[src/include/i2c_defs.svh]
`ifndef I2C_DEFS_SVH
`define I2C_DEFS_SVH

// 7-bit addressing only
`define I2C_ADDR_WIDTH 7

// one frame on the wire, ack slot not counted
`define I2C_BYTE_WIDTH 8

// clock divider for the quarter-bit tick
`define I2C_DIVIDER_WIDTH 16

// each scl period is split into this many divider ticks
`define I2C_PHASES_PER_BIT 4

`endif

[src/i2c_pkg.sv]
`include "i2c_defs.svh"

package i2c_pkg;

    typedef logic [`I2C_ADDR_WIDTH-1:0] device_addr_t;
    typedef logic [`I2C_BYTE_WIDTH-1:0] data_byte_t;
    typedef logic [`I2C_DIVIDER_WIDTH-1:0] divider_t;

    // byte the sequencer is about to shift out
    typedef enum logic [1:0] {
        frame_addr_write,
        frame_register,
        frame_data,
        frame_addr_read
    } frame_sel_t;

    typedef enum logic [3:0] {
        st_idle,
        st_start,
        st_shift_out,
        st_check_ack,
        st_restart,
        st_shift_in,
        st_send_nack,
        st_send_stop
    } seq_state_t;

endpackage

[src/i2c_request_decoder.sv]
module i2c_request_decoder (
    input  logic                  clock,
    input  logic                  reset_n,
    input  logic                  enable,
    input  logic                  read_write,
    input  i2c_pkg::device_addr_t device_address,
    input  i2c_pkg::data_byte_t   register_address,
    input  i2c_pkg::data_byte_t   mosi_data,
    input  logic                  idle,
    input  i2c_pkg::frame_sel_t   frame_sel,
    output logic                  start,
    output logic                  is_read,
    output i2c_pkg::data_byte_t   tx_byte
);
    import i2c_pkg::*;

    device_addr_t req_device;
    data_byte_t   req_register;
    data_byte_t   req_data;
    logic         accept;

    // the sequencer is still idle while start is high
    assign accept = enable && idle && !start;

    always_ff @(posedge clock) begin
        if (accept) begin
            is_read      <= read_write;
            req_device   <= device_address;
            req_register <= register_address;
            req_data     <= mosi_data;
        end
    end

    always_ff @(posedge clock) begin
        if (!reset_n) begin
            start <= 1'b0;
        end
        else begin
            start <= accept;
        end
    end

    ////////////////////////////////////////
    // byte for the frame being set up
    ////////////////////////////////////////

    always_comb begin
        tx_byte = req_data;
        case (frame_sel)
            frame_addr_write: tx_byte = {req_device, 1'b0};
            frame_register:   tx_byte = req_register;
            frame_data:       tx_byte = req_data;
            frame_addr_read:  tx_byte = {req_device, 1'b1};
            default:          tx_byte = req_data;
        endcase
    end

endmodule

[src/i2c_bus_sequencer.sv]
`include "i2c_defs.svh"

module i2c_bus_sequencer (
    input  logic                clock,
    input  logic                reset_n,
    input  logic                start,
    input  logic                is_read,
    input  i2c_pkg::data_byte_t tx_byte,
    input  i2c_pkg::divider_t   divider,
    input  logic                sda_in,
    output logic                idle,
    output logic                busy,
    output i2c_pkg::frame_sel_t frame_sel,
    output logic                bit_sample,
    output logic                read_done,
    output logic                ack_sample,
    output logic                ack_bit,
    output logic                scl_out,
    output logic                sda_out
);
    import i2c_pkg::*;

    localparam int phase_width = $clog2(`I2C_PHASES_PER_BIT);
    localparam int count_width = $clog2(`I2C_BYTE_WIDTH + 1);
    localparam logic [phase_width-1:0] last_phase = phase_width'(`I2C_PHASES_PER_BIT - 1);
    localparam logic [phase_width-1:0] sample_phase = last_phase - 1'b1;
    localparam logic [count_width-1:0] byte_bits = count_width'(`I2C_BYTE_WIDTH);

    seq_state_t             state;
    seq_state_t             state_next;
    seq_state_t             post_state;
    seq_state_t             post_state_next;
    frame_sel_t             frame_sel_next;
    divider_t               divider_count;
    logic                   tick;
    logic [phase_width-1:0] phase;
    logic [count_width-1:0] bit_count;
    logic [count_width-1:0] bit_count_next;
    data_byte_t             shift_reg;
    data_byte_t             shift_reg_next;
    logic                   scl;
    logic                   scl_next;
    logic                   sda;
    logic                   sda_next;
    logic                   ack_strobe;

    assign idle    = (state == st_idle);
    assign scl_out = scl;
    assign sda_out = sda;

    ////////////////////////////////////////
    // divider and quarter-bit phase
    ////////////////////////////////////////

    assign tick = (divider_count >= divider);

    always_ff @(posedge clock) begin
        if (!reset_n || idle) begin
            divider_count <= '0;
            phase         <= '0;
        end
        else begin
            divider_count <= tick ? '0 : divider_count + 1'b1;
            if (tick) begin
                phase <= (phase == last_phase) ? '0 : phase + 1'b1;
            end
        end
    end

    ////////////////////////////////////////
    // transaction FSM
    ////////////////////////////////////////

    always_comb begin
        state_next      = state;
        post_state_next = post_state;
        frame_sel_next  = frame_sel;
        bit_count_next  = bit_count;
        shift_reg_next  = shift_reg;
        scl_next        = scl;
        sda_next        = sda;

        case (state)
            st_idle: begin
                scl_next       = 1'b1;
                sda_next       = 1'b1;
                frame_sel_next = frame_addr_write;
                if (start) begin
                    state_next = st_start;
                end
            end
            st_start: begin
                if (tick) begin
                    case (phase)
                        1: sda_next = 1'b0;
                        sample_phase: bit_count_next = byte_bits;
                        last_phase: begin
                            scl_next       = 1'b0;
                            sda_next       = tx_byte[`I2C_BYTE_WIDTH-1];
                            shift_reg_next = tx_byte << 1;
                            state_next     = st_shift_out;
                        end
                        default: ;
                    endcase
                end
            end
            st_shift_out: begin
                if (tick) begin
                    case (phase)
                        0: scl_next = 1'b1;
                        sample_phase: begin
                            scl_next       = 1'b0;
                            bit_count_next = bit_count - 1'b1;
                        end
                        last_phase: begin
                            if (bit_count == '0) begin
                                // release sda for the ack slot, line up the next frame
                                sda_next   = 1'b1;
                                state_next = st_check_ack;
                                case (frame_sel)
                                    frame_addr_write: begin
                                        frame_sel_next  = frame_register;
                                        post_state_next = st_shift_out;
                                    end
                                    frame_register: begin
                                        if (is_read) begin
                                            frame_sel_next  = frame_addr_read;
                                            post_state_next = st_restart;
                                        end
                                        else begin
                                            frame_sel_next  = frame_data;
                                            post_state_next = st_shift_out;
                                        end
                                    end
                                    frame_data: post_state_next = st_send_stop;
                                    default:    post_state_next = st_shift_in;
                                endcase
                            end
                            else begin
                                sda_next       = shift_reg[`I2C_BYTE_WIDTH-1];
                                shift_reg_next = shift_reg << 1;
                            end
                        end
                        default: ;
                    endcase
                end
            end
            st_check_ack: begin
                if (tick) begin
                    case (phase)
                        0: scl_next = 1'b1;
                        sample_phase: scl_next = 1'b0;
                        last_phase: begin
                            if (ack_bit) begin
                                // nack, straight to stop
                                sda_next   = 1'b0;
                                state_next = st_send_stop;
                            end
                            else begin
                                state_next     = post_state;
                                bit_count_next = byte_bits;
                                if (post_state == st_shift_out) begin
                                    sda_next       = tx_byte[`I2C_BYTE_WIDTH-1];
                                    shift_reg_next = tx_byte << 1;
                                end
                                else if (post_state == st_send_stop) begin
                                    sda_next = 1'b0;
                                end
                            end
                        end
                        default: ;
                    endcase
                end
            end
            st_restart: begin
                // scl comes up with sda released, start then pulls sda low
                if (tick) begin
                    case (phase)
                        1: scl_next = 1'b1;
                        last_phase: state_next = st_start;
                        default: ;
                    endcase
                end
            end
            st_shift_in: begin
                if (tick) begin
                    case (phase)
                        0: scl_next = 1'b1;
                        sample_phase: begin
                            scl_next       = 1'b0;
                            bit_count_next = bit_count - 1'b1;
                        end
                        last_phase: begin
                            if (bit_count == '0) begin
                                state_next = st_send_nack;
                            end
                        end
                        default: ;
                    endcase
                end
            end
            st_send_nack: begin
                if (tick) begin
                    case (phase)
                        0: scl_next = 1'b1;
                        sample_phase: scl_next = 1'b0;
                        last_phase: begin
                            sda_next   = 1'b0;
                            state_next = st_send_stop;
                        end
                        default: ;
                    endcase
                end
            end
            st_send_stop: begin
                if (tick) begin
                    case (phase)
                        0: scl_next = 1'b1;
                        sample_phase: sda_next = 1'b1;
                        last_phase: state_next = st_idle;
                        default: ;
                    endcase
                end
            end
            default: state_next = st_idle;
        endcase
    end

    always_ff @(posedge clock) begin
        if (!reset_n) begin
            state      <= st_idle;
            post_state <= st_idle;
            frame_sel  <= frame_addr_write;
            bit_count  <= '0;
            scl        <= 1'b1;
            sda        <= 1'b1;
            busy       <= 1'b0;
        end
        else begin
            state      <= state_next;
            post_state <= post_state_next;
            frame_sel  <= frame_sel_next;
            bit_count  <= bit_count_next;
            scl        <= scl_next;
            sda        <= sda_next;
            busy       <= (state_next != st_idle);
        end
    end

    always_ff @(posedge clock) begin
        shift_reg <= shift_reg_next;
    end

    ////////////////////////////////////////
    // strobes to the read collector
    ////////////////////////////////////////

    assign bit_sample = (state == st_shift_in) && tick && (phase == sample_phase);
    assign read_done  = (state == st_shift_in) && tick && (phase == last_phase)
                        && (bit_count == '0);
    assign ack_strobe = (state == st_check_ack) && tick && (phase == sample_phase);

    // sda sampled while scl is still high
    always_ff @(posedge clock) begin
        if (ack_strobe) begin
            ack_bit <= sda_in;
        end
    end

    always_ff @(posedge clock) begin
        if (!reset_n) begin
            ack_sample <= 1'b0;
        end
        else begin
            ack_sample <= ack_strobe;
        end
    end

endmodule

[src/i2c_read_collector.sv]
`include "i2c_defs.svh"

module i2c_read_collector (
    input  logic                clock,
    input  logic                reset_n,
    input  logic                start,
    input  logic                bit_sample,
    input  logic                sda_in,
    input  logic                read_done,
    input  logic                ack_sample,
    input  logic                ack_bit,
    output i2c_pkg::data_byte_t miso_data,
    output logic                ack_error
);
    import i2c_pkg::*;

    data_byte_t read_shift;

    // msb arrives first
    always_ff @(posedge clock) begin
        if (bit_sample) begin
            read_shift <= {read_shift[`I2C_BYTE_WIDTH-2:0], sda_in};
        end
    end

    ////////////////////////////////////////
    // published results
    ////////////////////////////////////////

    always_ff @(posedge clock) begin
        if (!reset_n) begin
            miso_data <= '0;
            ack_error <= 1'b0;
        end
        else begin
            // whole byte only
            if (read_done) begin
                miso_data <= read_shift;
            end
            if (start) begin
                ack_error <= 1'b0;
            end
            else if (ack_sample && ack_bit) begin
                ack_error <= 1'b1;
            end
        end
    end

endmodule

[src/i2c_master.sv]
module i2c_master (
    input  logic                  clock,
    input  logic                  reset_n,
    input  logic                  enable,
    input  logic                  read_write,
    input  i2c_pkg::device_addr_t device_address,
    input  i2c_pkg::data_byte_t   register_address,
    input  i2c_pkg::data_byte_t   mosi_data,
    input  i2c_pkg::divider_t     divider,
    input  logic                  sda_in,
    output i2c_pkg::data_byte_t   miso_data,
    output logic                  busy,
    output logic                  ack_error,
    output logic                  scl_out,
    output logic                  sda_out
);
    import i2c_pkg::*;

    logic       start;
    logic       is_read;
    data_byte_t tx_byte;
    logic       idle;
    frame_sel_t frame_sel;
    logic       bit_sample;
    logic       read_done;
    logic       ack_sample;
    logic       ack_bit;

    i2c_request_decoder i_decoder (
        .clock            (clock),
        .reset_n          (reset_n),
        .enable           (enable),
        .read_write       (read_write),
        .device_address   (device_address),
        .register_address (register_address),
        .mosi_data        (mosi_data),
        .idle             (idle),
        .frame_sel        (frame_sel),
        .start            (start),
        .is_read          (is_read),
        .tx_byte          (tx_byte)
    );

    i2c_bus_sequencer i_sequencer (
        .clock      (clock),
        .reset_n    (reset_n),
        .start      (start),
        .is_read    (is_read),
        .tx_byte    (tx_byte),
        .divider    (divider),
        .sda_in     (sda_in),
        .idle       (idle),
        .busy       (busy),
        .frame_sel  (frame_sel),
        .bit_sample (bit_sample),
        .read_done  (read_done),
        .ack_sample (ack_sample),
        .ack_bit    (ack_bit),
        .scl_out    (scl_out),
        .sda_out    (sda_out)
    );

    i2c_read_collector i_collector (
        .clock      (clock),
        .reset_n    (reset_n),
        .start      (start),
        .bit_sample (bit_sample),
        .sda_in     (sda_in),
        .read_done  (read_done),
        .ack_sample (ack_sample),
        .ack_bit    (ack_bit),
        .miso_data  (miso_data),
        .ack_error  (ack_error)
    );

endmodule

[config.mk]
export PLATFORM = sky130hd
export DESIGN_NAME = i2c_master
export DESIGN_NICKNAME = d
export VERILOG_FILES = /design/src/i2c_pkg.sv /design/src/i2c_request_decoder.sv /design/src/i2c_bus_sequencer.sv /design/src/i2c_read_collector.sv /design/src/i2c_master.sv
export VERILOG_INCLUDE_DIRS = /design/src /design/src/include
export SDC_FILE = /design/constraint.sdc
export NUM_CORES = 1
export LEC_CHECK = 0
export ABC_AREA = 1
export BUFFER_PORTS_ARGS = -buffer_cell sky130_fd_sc_hd__buf_2
export CELL_PAD_IN_SITES_DETAIL_PLACEMENT = 0
export CELL_PAD_IN_SITES_GLOBAL_PLACEMENT = 1
export CORE_AREA = 2 2 80 139
export DETAILED_ROUTE_END_ITERATION = 6
export DIE_AREA = 0 0 82 141
export PLACE_DENSITY_LB_ADDON = 0.1
export SYNTH_ARGS = -nofsm -noshare
export SYNTH_HDL_FRONTEND = slang
export SYNTH_HIERARCHICAL = 1
export SYNTH_SLANG_ARGS = --single-unit
[constraint.sdc]
create_clock -name clock -period 2.75 [get_ports clock]
set_input_delay 0.55 -clock clock [delete_from_list [all_inputs] [get_ports clock]]
set_output_delay 0.55 -clock clock [all_outputs]
set_load 0.03 [all_outputs]
==> flow_summary.ini, run 1 <==
[status]
status = completed

[cts]
ctsLongestPathBuffers = 2
clkTransAtPathRegs_ns = 0.07
post_cts.repair.setup_buffers = 0
cts_root_buffer = clkbuf_16
htree_levels = 3
worst_skew_pair.late_latency_ns = 0.34
cts_resized = 0
ctsHoldBuffers = 0
clock_sink_count = 85
numCtsBuffers = 9
cts_tree = done

[cells_and_area]
max_flop_register = i_sequencer/divider_count
fillCellCount = 1082
final_cell_mix = nand2_1 (127), inv_1 (71), nor2_1 (58), buf_2 (55), dfxtp_1 (45)
diodes = 0
regArea_um2 = 2100
drive_gt1_share_pct = 20.0
final_util_pct = 49.0
layout.nets = 676
largest_register_ffs = 16
multi_input_area_um2 = 1900
mostFrequentLayoutCell = nand2_1
area_growth_pct = 16.8

[timing]
period_share_pct = 87.0
hold_viol = 0
setup_viol = 0
setup_tns_ns = 0
timing.hold.ws_ns = 0.383
drv_slew = 0
min_period_ns = 2.39
rsz0062_at_grt = false
timing.fmax_mhz = 418
skew_ns = 0.00891

[global_route]
grt_max_degree = 25
grt_pass1_wl_mm = 15.9
overflow = 0
grt_pass1_vias = 3582
antenna_found_initial = 0
grt_use_total_pct = 18.3

[setup_path]
critical_path.max_fanout = 7
r2r-start = i_sequencer/divider_count[0]
cp_data_arrival_time_ns = 2.40
reg2reg_to = i_sequencer/shift_reg[2]
cp_top_family = simple AND/OR/NAND/NOR gates
ff2ff_setup_slack_ns = 0.36
cpMaxStageDelayCell = dfxtp_1
critPathLaunchType = flip-flop
crit_top_cell = nand2_1
worstPathRequired_ns = 2.75
cp.buffers_inverters = 1
path_cells = inv_1 -> ha_1 -> nand2_1 -> nor2_1 -> nor2_1 -> nand2_1 -> nand2_1 -> nand2_1 -> nand2_1 -> nand2_1 -> nand2_1 -> nand2_1 -> and2_1 -> and3_1
end_kind = flip-flop
ff2ff_path_depth = 14
cpPeakStageDelay_ns = 0.41
critPathKind = reg2reg

[synth]
syn_area_um2 = 4410
synth.avg_cell_area_um2 = 8.15
netlist-cell-type-count = 45
netlist_instances = 541
synth_fp_nets = 607
yosysSeqAreaShare_pct = 47.6
ys_ff_latch = 85
ys_warn_count = 6

[detailed_routing]
drc = 0
initialDrtViolationCount = 163
antenna_left = 0
firstDrtPassIters = 5
wl_per_cell_um = 13.1
routed_wl_mm = 9.79
routed_via_density = 4.90
vias = 3650

[min_path]
hold_start = mosi_data[1]
hold_path_class = in2reg
min_to = i_decoder/req_data[1]
hold_depth = 1

[flow_run]
maxCapViolations = 0

[placed_design]
place_congestion = 0.891
dp.final_hpwl_mm = 7.83
port_buffers = 55

[die]
die_area_um2 = 11600
die_y_um = 141
num_io_pins = 56
start_util_pct = 42.0
rows = 50
die_x_um = 82
core_um2 = 10500

[pwr]
leakagePower_nw = 2.36
ir_drop_mv = 0.320
power_density_nw_per_um2 = 521
[layer usage]
metal / share of wire, % / GRT usage, %
met1: 35 / 16.6
met4: 5.2 / 11.6
met5: 0 / 0
met2: 57 / 34.7
met3: 3.3 / 3.97
[worst max-delay path by stage]
| stage | from | cells past startpoint | slack [ns] | endpoint |
|---|---|---|---|---|
| 2_1_floorplan | divider[3] | 14 | 0.46 | i_sequencer/shift_reg[1] |
| 3_3_place_gp | divider[3] | 15 | 0.15 | i_sequencer/shift_reg[3] |
| 3_5_place_dp | divider[3] | 15 | 0.07 | i_sequencer/shift_reg[4] |
| 4_1_cts | i_sequencer/divider_count[0] | 14 | 0.30 | i_sequencer/shift_reg[4] |
| 5_1_grt | i_sequencer/divider_count[0] | 14 | 0.17 | i_sequencer/shift_reg[7] |
| 6_report | i_sequencer/divider_count[0] | 14 | 0.36 | i_sequencer/shift_reg[2] |
[cells in the mapped netlist]
master    instances  area, um2
a21boi_1          1       7.51
a21oi_1          28        140
a21oi_2           1       8.76
a221oi_4          1       26.3
a31oi_1           3       18.8
and2_1            1       6.26
and3_1            1       6.26
buf_2             3       15.0
buf_4             1       7.51
buf_6             3       33.8
bufinv_8          1       17.5
clkbuf_1          2       7.51
clkbuf_4          1       7.51
conb_1            1       3.75
dfxtp_1          45        901
edfxtp_1         40       1200
ha_1             22        275
inv_1            71        267
inv_2            14       52.6
inv_4             1       6.26
nand2_1         127        477
nand2_2           3       18.8
nand2_4           3       33.8
nand3_1          38        190
nand3_2           3       30.0
nand3b_1          1       7.51
nand4_1           9       56.3
nand4_2           1       12.5
nor2_1           59        221
nor2_2            9       56.3
nor2_4            1       11.3
nor3_1           12       60.1
nor3_4            1       16.3
nor3b_1           3       22.5
nor4_1            1       6.26
o211ai_1          1       7.51
o21a_1            1       7.51
o21ai_0           8       40.0
o21ai_1           8       40.0
o221ai_1          1       8.76
o22ai_1           1       6.26
o31ai_1           1       7.51
or2_0             2       12.5
xnor2_1           4       35.0
xor2_1            2       17.5
[power breakdown]
part           total (mW)  switching [mW]  internal, mW
clock                1.13           0.507         0.620
sequential           1.37          0.0141          1.35
combinational       0.190           0.116        0.0736
total                2.69           0.637          2.05
[metrics by stage]
step / setup WS (ns) / power (mW) / area, um2 / instances
after global placement: 0.147 / 1.59 / 4880 / 729
after CTS: 0.301 / 2.73 / 5150 / 745
final: 0.357 / 2.69 / 5150 / 745
after global routing: 0.167 / 2.81 / 5150 / 745
after detailed placement: 0.0696 / 1.59 / 4880 / 729
after floorplan: 0.462 / 1.52 / 4410 / 541
[cell type report]
| type | count | share of cell area [%] |
|---|---|---|
| multi-input combinational | 359 | 36.8 |
| inverter | 87 | 6.65 |
| timing repair buffer | 68 | 7.23 |
| tap | 130 | 3.16 |
| clock inverter | 6 | 0.898 |
| sequential | 85 | 40.8 |
| clock buffer | 10 | 4.44 |
[logic make-up after synthesis]
| kind of cell | synth area share, % |
|---|---|
| other cells | 0.0850 |
| buf+inv | 9.39 |
| fa+ha+maj | 6.24 |
| simple gates | 28.2 |
| xor+xnor | 1.19 |
| compound gates | 7.23 |
| flops | 47.6 |
No activity file was read; power rests on OpenSTA's default activity.
==> inputs of run 2 (changes only) <==
--- a/config.mk
+++ b/config.mk
@@ -6,14 +6,11 @@
 export SDC_FILE = /design/constraint.sdc
 export NUM_CORES = 1
 export LEC_CHECK = 0
-export ABC_AREA = 1
 export BUFFER_PORTS_ARGS = -buffer_cell sky130_fd_sc_hd__buf_2
-export CELL_PAD_IN_SITES_DETAIL_PLACEMENT = 0
-export CELL_PAD_IN_SITES_GLOBAL_PLACEMENT = 1
-export CORE_AREA = 2 2 80 139
+export CORE_AREA = 2 2 71 124
 export DETAILED_ROUTE_END_ITERATION = 6
-export DIE_AREA = 0 0 82 141
-export PLACE_DENSITY_LB_ADDON = 0.1
+export DIE_AREA = 0 0 73 126
+export PLACE_DENSITY = 0.74
 export SYNTH_ARGS = -nofsm -noshare
 export SYNTH_HDL_FRONTEND = slang
 export SYNTH_HIERARCHICAL = 1
==> run 2 against run 1 <==
  * Final area down 1.8%
  * Count of clock-buffer cells in the layout down 1
  * Power down 5.3%
  * Sequential share of layout area up 0.76 points
  * Wire length down 6.5%
  * Via count down 9.9%
  * Die area down 20%
  * Core utilization up 13 points
  * Synthesized cell count down 24%
  * Clock skew down 0.0054 ns
  * Largest cell class unchanged
==> flow_summary.ini, run 2 <==
[die]
die_area_um2 = 9200
start_util_pct = 53.4
num_io_pins = 56
core_um2 = 8200
rows = 44
die_x_um = 73
die_y_um = 126

[detailed_routing]
routed_via_density = 5.72
drc = 0
antenna_left = 0
firstDrtPassIters = 5
vias = 3287
dr_wl_met2_mm = 4.96
highest_layer = met4
initialDrtViolationCount = 190
routed_wl_mm = 9.15
wl_met3_um = 366
met1_length_mm = 3.38
wl_per_cell_um = 15.9

[cells_and_area]
fillCellCount = 693
drive_gt1_share_pct = 23.2
area_growth_pct = 15.5
layout.nets = 545
final_cell_mix = buf_2 (55), dfxtp_1 (45), edfxtp_1 (40), nor2_1 (37), mux2i_1 (31)
final_cells = 575
diodes = 0
largest_register_ffs = 16
stdcell_area_um2 = 5060
mostFrequentLayoutCell = buf_2
max_flop_register = i_sequencer/divider_count
final_util_pct = 61.7

[setup_path]
ff2ff_setup_slack_ns = 0.20
critPathKind = reg2reg
ff2ff_path_depth = 8
r2r-start = i_sequencer/divider_count[5]
end_kind = flip-flop
reg2reg_to = i_collector/read_shift[3]
critPathLaunchType = flip-flop
cp_data_arrival_time_ns = 2.52
critical_path.max_fanout = 8
worstPathRequired_ns = 2.72

[synth]
netlist_instances = 410
syn_area_um2 = 4380
yosysTopAreaCellShare_pct = 27.4
yosysTopAreaCell = edfxtp_1
synth_common_cells = dfxtp_1 (45), edfxtp_1 (40), nor2_1 (38)
yosysMostFrequentCell = dfxtp_1
netlist-cell-type-count = 66
synthArstFlopShare_pct = 0
ys_warn_count = 6
ys_ff_latch = 85
synth_fp_nets = 476
yosys_most_used_dff = dfxtp_1
synth.top_cells.by_area = edfxtp_1 (27%), dfxtp_1 (21%), mux2i_1 (7.1%), ha_1 (6.3%), nor2_1 (3.3%)
synth.avg_cell_area_um2 = 10.7
yosysSeqAreaShare_pct = 48.0
synth_edf_count = 40

[placed_design]
place_congestion = 0.955
dp.final_hpwl_mm = 6.95
dp_slack_ns = -0.172
place_inst = 560
place_area_um2 = 4790
port_buffers = 55

[timing]
setup_viol = 0
max-slew-margin-rel_pct = 50.7
rsz0062_at_grt = false
period_share_pct = 92.8
drv_slew = 0
hold_viol = 0
fin_ws_ns = 0.199
timing.fmax_mhz = 392
min_period_ns = 2.55
worst_slew_pin_slew_ns = 0.738
skew_ns = 0.00349

[cts]
numCtsBuffers = 9
cts_tree = done
cts_root_buffer = clkbuf_16
clkTransAtPathRegs_ns = 0.06
htree_levels = 3
ctsHoldBuffers = 0
post_cts.repair.setup_buffers = 0
worst_skew_pair.late_latency_ns = 0.33
cts_resized = 0
ctsLongestPathBuffers = 2
clock_sink_count = 85

[min_path]
hold_start = device_address[6]
hold_path_class = in2reg
hold_depth = 1
min_to = i_decoder/req_device[6]

[pwr]
ir_drop_mv = 0.447
power_density_nw_per_um2 = 502
leakagePower_nw = 1.90
finalPower_mw = 2.54

[global_route]
grt_use_total_pct = 21.3
grt_max_degree = 25
overflow = 0
antenna_found_initial = 0
grt_pass1_wl_mm = 15.1
grt_pass1_vias = 3360

[status]
status = completed

[flow_run]
maxCapViolations = 0
run 2: changes by cell type after synthesis, sizes merged, moves of 6 or more:
cell / change
a211oi: +7
a21oi: -12
inv: -56
mux2: +6
mux2i: +31
nand2: -109
nand3: -33
nand4: -6
nor2: -21
nor2b: +15
nor3: -8
xor2: +6
run 2: worst max-delay path by stage:
stage / depth (start not counted) / to / slack (ns) / startpoint
floorplan: 8 / i_sequencer/shift_reg[1] / 0.03 / divider[1]
global placement: 9 / i_sequencer/shift_reg[3] / -0.03 / divider[5]
detailed placement: 9 / i_sequencer/shift_reg[2] / -0.17 / divider[5]
CTS: 7 / i_sequencer/shift_reg[5] / 0.16 / i_sequencer/divider_count[5]
global route: 8 / i_collector/read_shift[2] / 0.09 / i_sequencer/divider_count[5]
finish: 8 / i_collector/read_shift[3] / 0.20 / i_sequencer/divider_count[5]
run 2: logic make-up (layout without fill, tap and decap cells):
kind of cell	count (synthesis)	count (layout)	share of synthesized area [%]
AND/OR/NAND/NOR	130	130	16.5
flip-flops	85	85	48.0
AO/OA/AOI/OAI	72	72	11.9
buffers and inverters	47	120	5.46
multiplexers	37	37	8.63
adder cells (fa/ha/maj)	22	22	6.28
XOR/XNOR	16	16	3.20
other	1	1	0.0856
run 2: cell type report:
cell class	instances	area [um2]	share of cell area, %
Sequential cell	85	2100	41.5
Multi-Input combinational cell	278	2050	40.5
Timing Repair Buffer	73	410	8.11
Clock buffer	9	225	4.45
Inverter	32	120	2.37
Tap cell	92	115	2.27
Clock inverter	6	40.0	0.791
run 2: critical path: stages, from the launching register on:
cell	delay (ns)
dfxtp_1	0.34
ha_1	0.32
a21oi_1	0.08
o21ai_0	0.28
nand3_1	0.23
o31a_1	0.17
nand2_1	0.11
nand2_1	0.11
nor2_1	0.53
run 2: metal layers:
| metal | up-vias | global-route usage, % |
|---|---|---|
| li1 | 1611 | - |
| met1 | 1524 | 22.2 |
| met4 | 0 | 11.9 |
| met3 | 33 | 5.44 |
| met5 | - | 0 |
| met2 | 119 | 37.4 |
run 2: through the flow:
| stage | TNS (ns) | hold WS, ns |
|---|---|---|
| 2_1_floorplan | 0 | 0.426 |
| 3_3_place_gp | -0.231 | 0.433 |
| 3_5_place_dp | -1.88 | 0.440 |
| 4_1_cts | 0 | 0.376 |
| 5_1_grt | 0 | 0.369 |
| 6_report | 0 | 0.387 |
run 2: where the power goes:
part	internal, mW	total (mW)	switching [mW]
clock network	0.604	1.08	0.476
registers	1.34	1.35	0.0112
logic	0.0515	0.110	0.0581
total	2.00	2.54	0.545
==> inputs of run 3 (changes only) <==
--- a/config.mk
+++ b/config.mk
@@ -7,10 +7,12 @@
 export NUM_CORES = 1
 export LEC_CHECK = 0
 export BUFFER_PORTS_ARGS = -buffer_cell sky130_fd_sc_hd__buf_2
-export CORE_AREA = 2 2 71 124
+export CELL_PAD_IN_SITES_DETAIL_PLACEMENT = 0
+export CELL_PAD_IN_SITES_GLOBAL_PLACEMENT = 1
+export CORE_AREA = 2 2 84 146
 export DETAILED_ROUTE_END_ITERATION = 6
-export DIE_AREA = 0 0 73 126
-export PLACE_DENSITY = 0.74
+export DIE_AREA = 0 0 86 148
+export PLACE_DENSITY = 0.68
 export SYNTH_ARGS = -nofsm -noshare
 export SYNTH_HDL_FRONTEND = slang
 export SYNTH_HIERARCHICAL = 1
==> run 3 against run 2 <==
  * Fmax is 4.5% higher
  * Critical path depth is 2 higher
  * Register-to-register slack better by 0.11 ns
  * Clock skew is 0.0041 ns higher
  * Final cell count is 9.2% higher
  * Sequential power hardly changed
  * Die area is 38% higher
  * Highest routed layer unchanged
  * Non-clock buffer count is 9 higher
  * Sequential share of layout area is 1.5 points lower
  * Worst setup slack better by 0.11 ns
  * Clock power is 24% higher
==> flow_summary.ini, run 3 (synthesis gave the netlist of run 2 again) <==
[pwr]
power_density_nw_per_um2 = 534
leakagePower_nw = 1.99
ir_drop_mv = 0.416

[timing]
rsz0062_at_grt = false
fin_ws_ns = 0.309
period_share_pct = 88.8
max-slew-margin-rel_pct = 43.4
skew_ns = 0.00762
setup_viol = 0
worst_slew_pin_slew_ns = 0.848
setup_tns_ns = 0
timing.hold.ws_ns = 0.384
drv_slew = 0
min_period_ns = 2.44
hold_viol = 0
timing.fmax_mhz = 410

[die]
num_io_pins = 56
rows = 52
start_util_pct = 38.0
die_area_um2 = 12700
core_um2 = 11500
die_y_um = 148
die_x_um = 86

[setup_path]
cp_top_family = compound AO/OA/AOI/OAI gates
cpMaxStageDelayCell = dfxtp_1
worstPathRequired_ns = 2.97
cp.buffers_inverters = 2
path_cells = ha_1 -> nor2b_1 -> o211a_1 -> a211oi_4 -> buf_4 -> o31ai_4 -> buf_4 -> o2111ai_1 -> mux2i_1 -> nor2_1
end_kind = flip-flop
critPathLaunchType = flip-flop
reg2reg_to = i_sequencer/post_state[1]
critical_path.max_fanout = 8
crit_top_cell = buf_4
ff2ff_setup_slack_ns = 0.31
cp_data_arrival_time_ns = 2.66
cpPeakStageDelay_ns = 0.39
r2r-start = i_sequencer/divider_count[1]
critPathKind = reg2reg
ff2ff_path_depth = 10

[cells_and_area]
mostFrequentLayoutCell = buf_2
layout.nets = 554
largest_register_ffs = 16
area_growth_pct = 19.8
max_flop_register = i_sequencer/divider_count
final_cell_mix = buf_2 (55), dfxtp_1 (45), edfxtp_1 (40), nor2_1 (37), mux2i_1 (31)
drive_gt1_share_pct = 24.7
fillCellCount = 1076
diodes = 0

[placed_design]
dp.final_hpwl_mm = 7.16
dp_slack_ns = -0.0227
place_congestion = 0.927
port_buffers = 55

[cts]
ctsHoldBuffers = 0
cts_tree = done
cts_resized = 0
clkTransAtPathRegs_ns = 0.06
clock_sink_count = 85
htree_levels = 3
numCtsBuffers = 9
cts_root_buffer = clkbuf_16
ctsLongestPathBuffers = 2
post_cts.repair.setup_buffers = 0
worst_skew_pair.late_latency_ns = 0.34

[min_path]
hold_path_class = in2reg
min_to = i_decoder/req_data[0]
hold_start = mosi_data[0]
hold_depth = 1

[global_route]
grt_pass1_wl_mm = 15.8
grt_pass1_vias = 3303
grt_use_total_pct = 15.9
grt_max_degree = 25
overflow = 0
antenna_found_initial = 0

[flow_run]
maxCapViolations = 0

[detailed_routing]
vias = 3281
firstDrtPassIters = 4
antenna_left = 0
drc = 0
initialDrtViolationCount = 154
routed_wl_mm = 9.33
wl_per_cell_um = 14.9
routed_via_density = 5.22

[status]
status = completed
==> run 3: cell count changes in the layout (fill, tap and decap cells not counted), moves of 2 or more <==
cell and delta:
clkinv_4 +2, clkinvlp_4 -3, bufinv_16 +2, buf_4 +9
==> run 3: power by group <==
| group | switching (mW) | internal (mW) |
|---|---|---|
| clock | 0.526 | 0.811 |
| sequential | 0.0107 | 1.34 |
| combinational | 0.0582 | 0.0546 |
| total | 0.595 | 2.21 |
==> run 3: area by class of cell <==
| cell class | count | area (um2) | share of cell area, % |
|---|---|---|---|
| Tap cell | 135 | 169 | 3.22 |
| Inverter | 32 | 120 | 2.29 |
| Multi-Input combinational cell | 278 | 2040 | 38.9 |
| Clock buffer | 9 | 225 | 4.29 |
| Clock inverter | 7 | 110 | 2.10 |
| Sequential cell | 85 | 2100 | 40.1 |
| Timing Repair Buffer | 82 | 478 | 9.11 |
==> run 3: through the flow <==
| step | utilization (%) | cells | total power, mW | instance area [um2] |
|---|---|---|---|---|
| final | 45.6 | 628 | 2.80 | 5250 |
| after global placement | 42.6 | 612 | 1.49 | 4910 |
| after floorplan | - | 410 | 1.44 | 4380 |
| after detailed placement | 42.6 | 612 | 1.50 | 4910 |
| after global routing | 45.6 | 628 | 2.91 | 5250 |
| after CTS | 45.6 | 628 | 2.85 | 5250 |
==> run 3: per-layer routing <==
metal	wire, um	vias up	global-route usage, %
met2	5060	109	28.8
met4	403	0	9.52
li1	-	1626	-
met5	0	-	0
met1	3460	1518	16.3
met3	409	28	3.13
==> run 3: worst max path at each step <==
| stage | start | to | slack, ns | cells after the start |
|---|---|---|---|---|
| after detailed placement | divider[1] | i_sequencer/post_state[0] | -0.02 | 12 |
| after CTS | i_sequencer/divider_count[0] | i_sequencer/post_state[1] | 0.27 | 10 |
| final | i_sequencer/divider_count[1] | i_sequencer/post_state[1] | 0.31 | 10 |
| after floorplan | divider[1] | i_sequencer/shift_reg[1] | 0.03 | 8 |
| after global routing | i_sequencer/divider_count[0] | i_sequencer/post_state[2] | 0.13 | 10 |
| after global placement | divider[1] | i_sequencer/post_state[0] | 0.04 | 12 |
==> run 3: worst reg2reg max path: stages, from the launching register on <==
cell and delay (ns):
dfxtp_1 0.39, ha_1 0.27, nor2b_1 0.14, o211a_1 0.23
a211oi_4 0.23, buf_4 0.16, o31ai_4 0.07, buf_4 0.17
o2111ai_1 0.39, mux2i_1 0.23, nor2_1 0.05
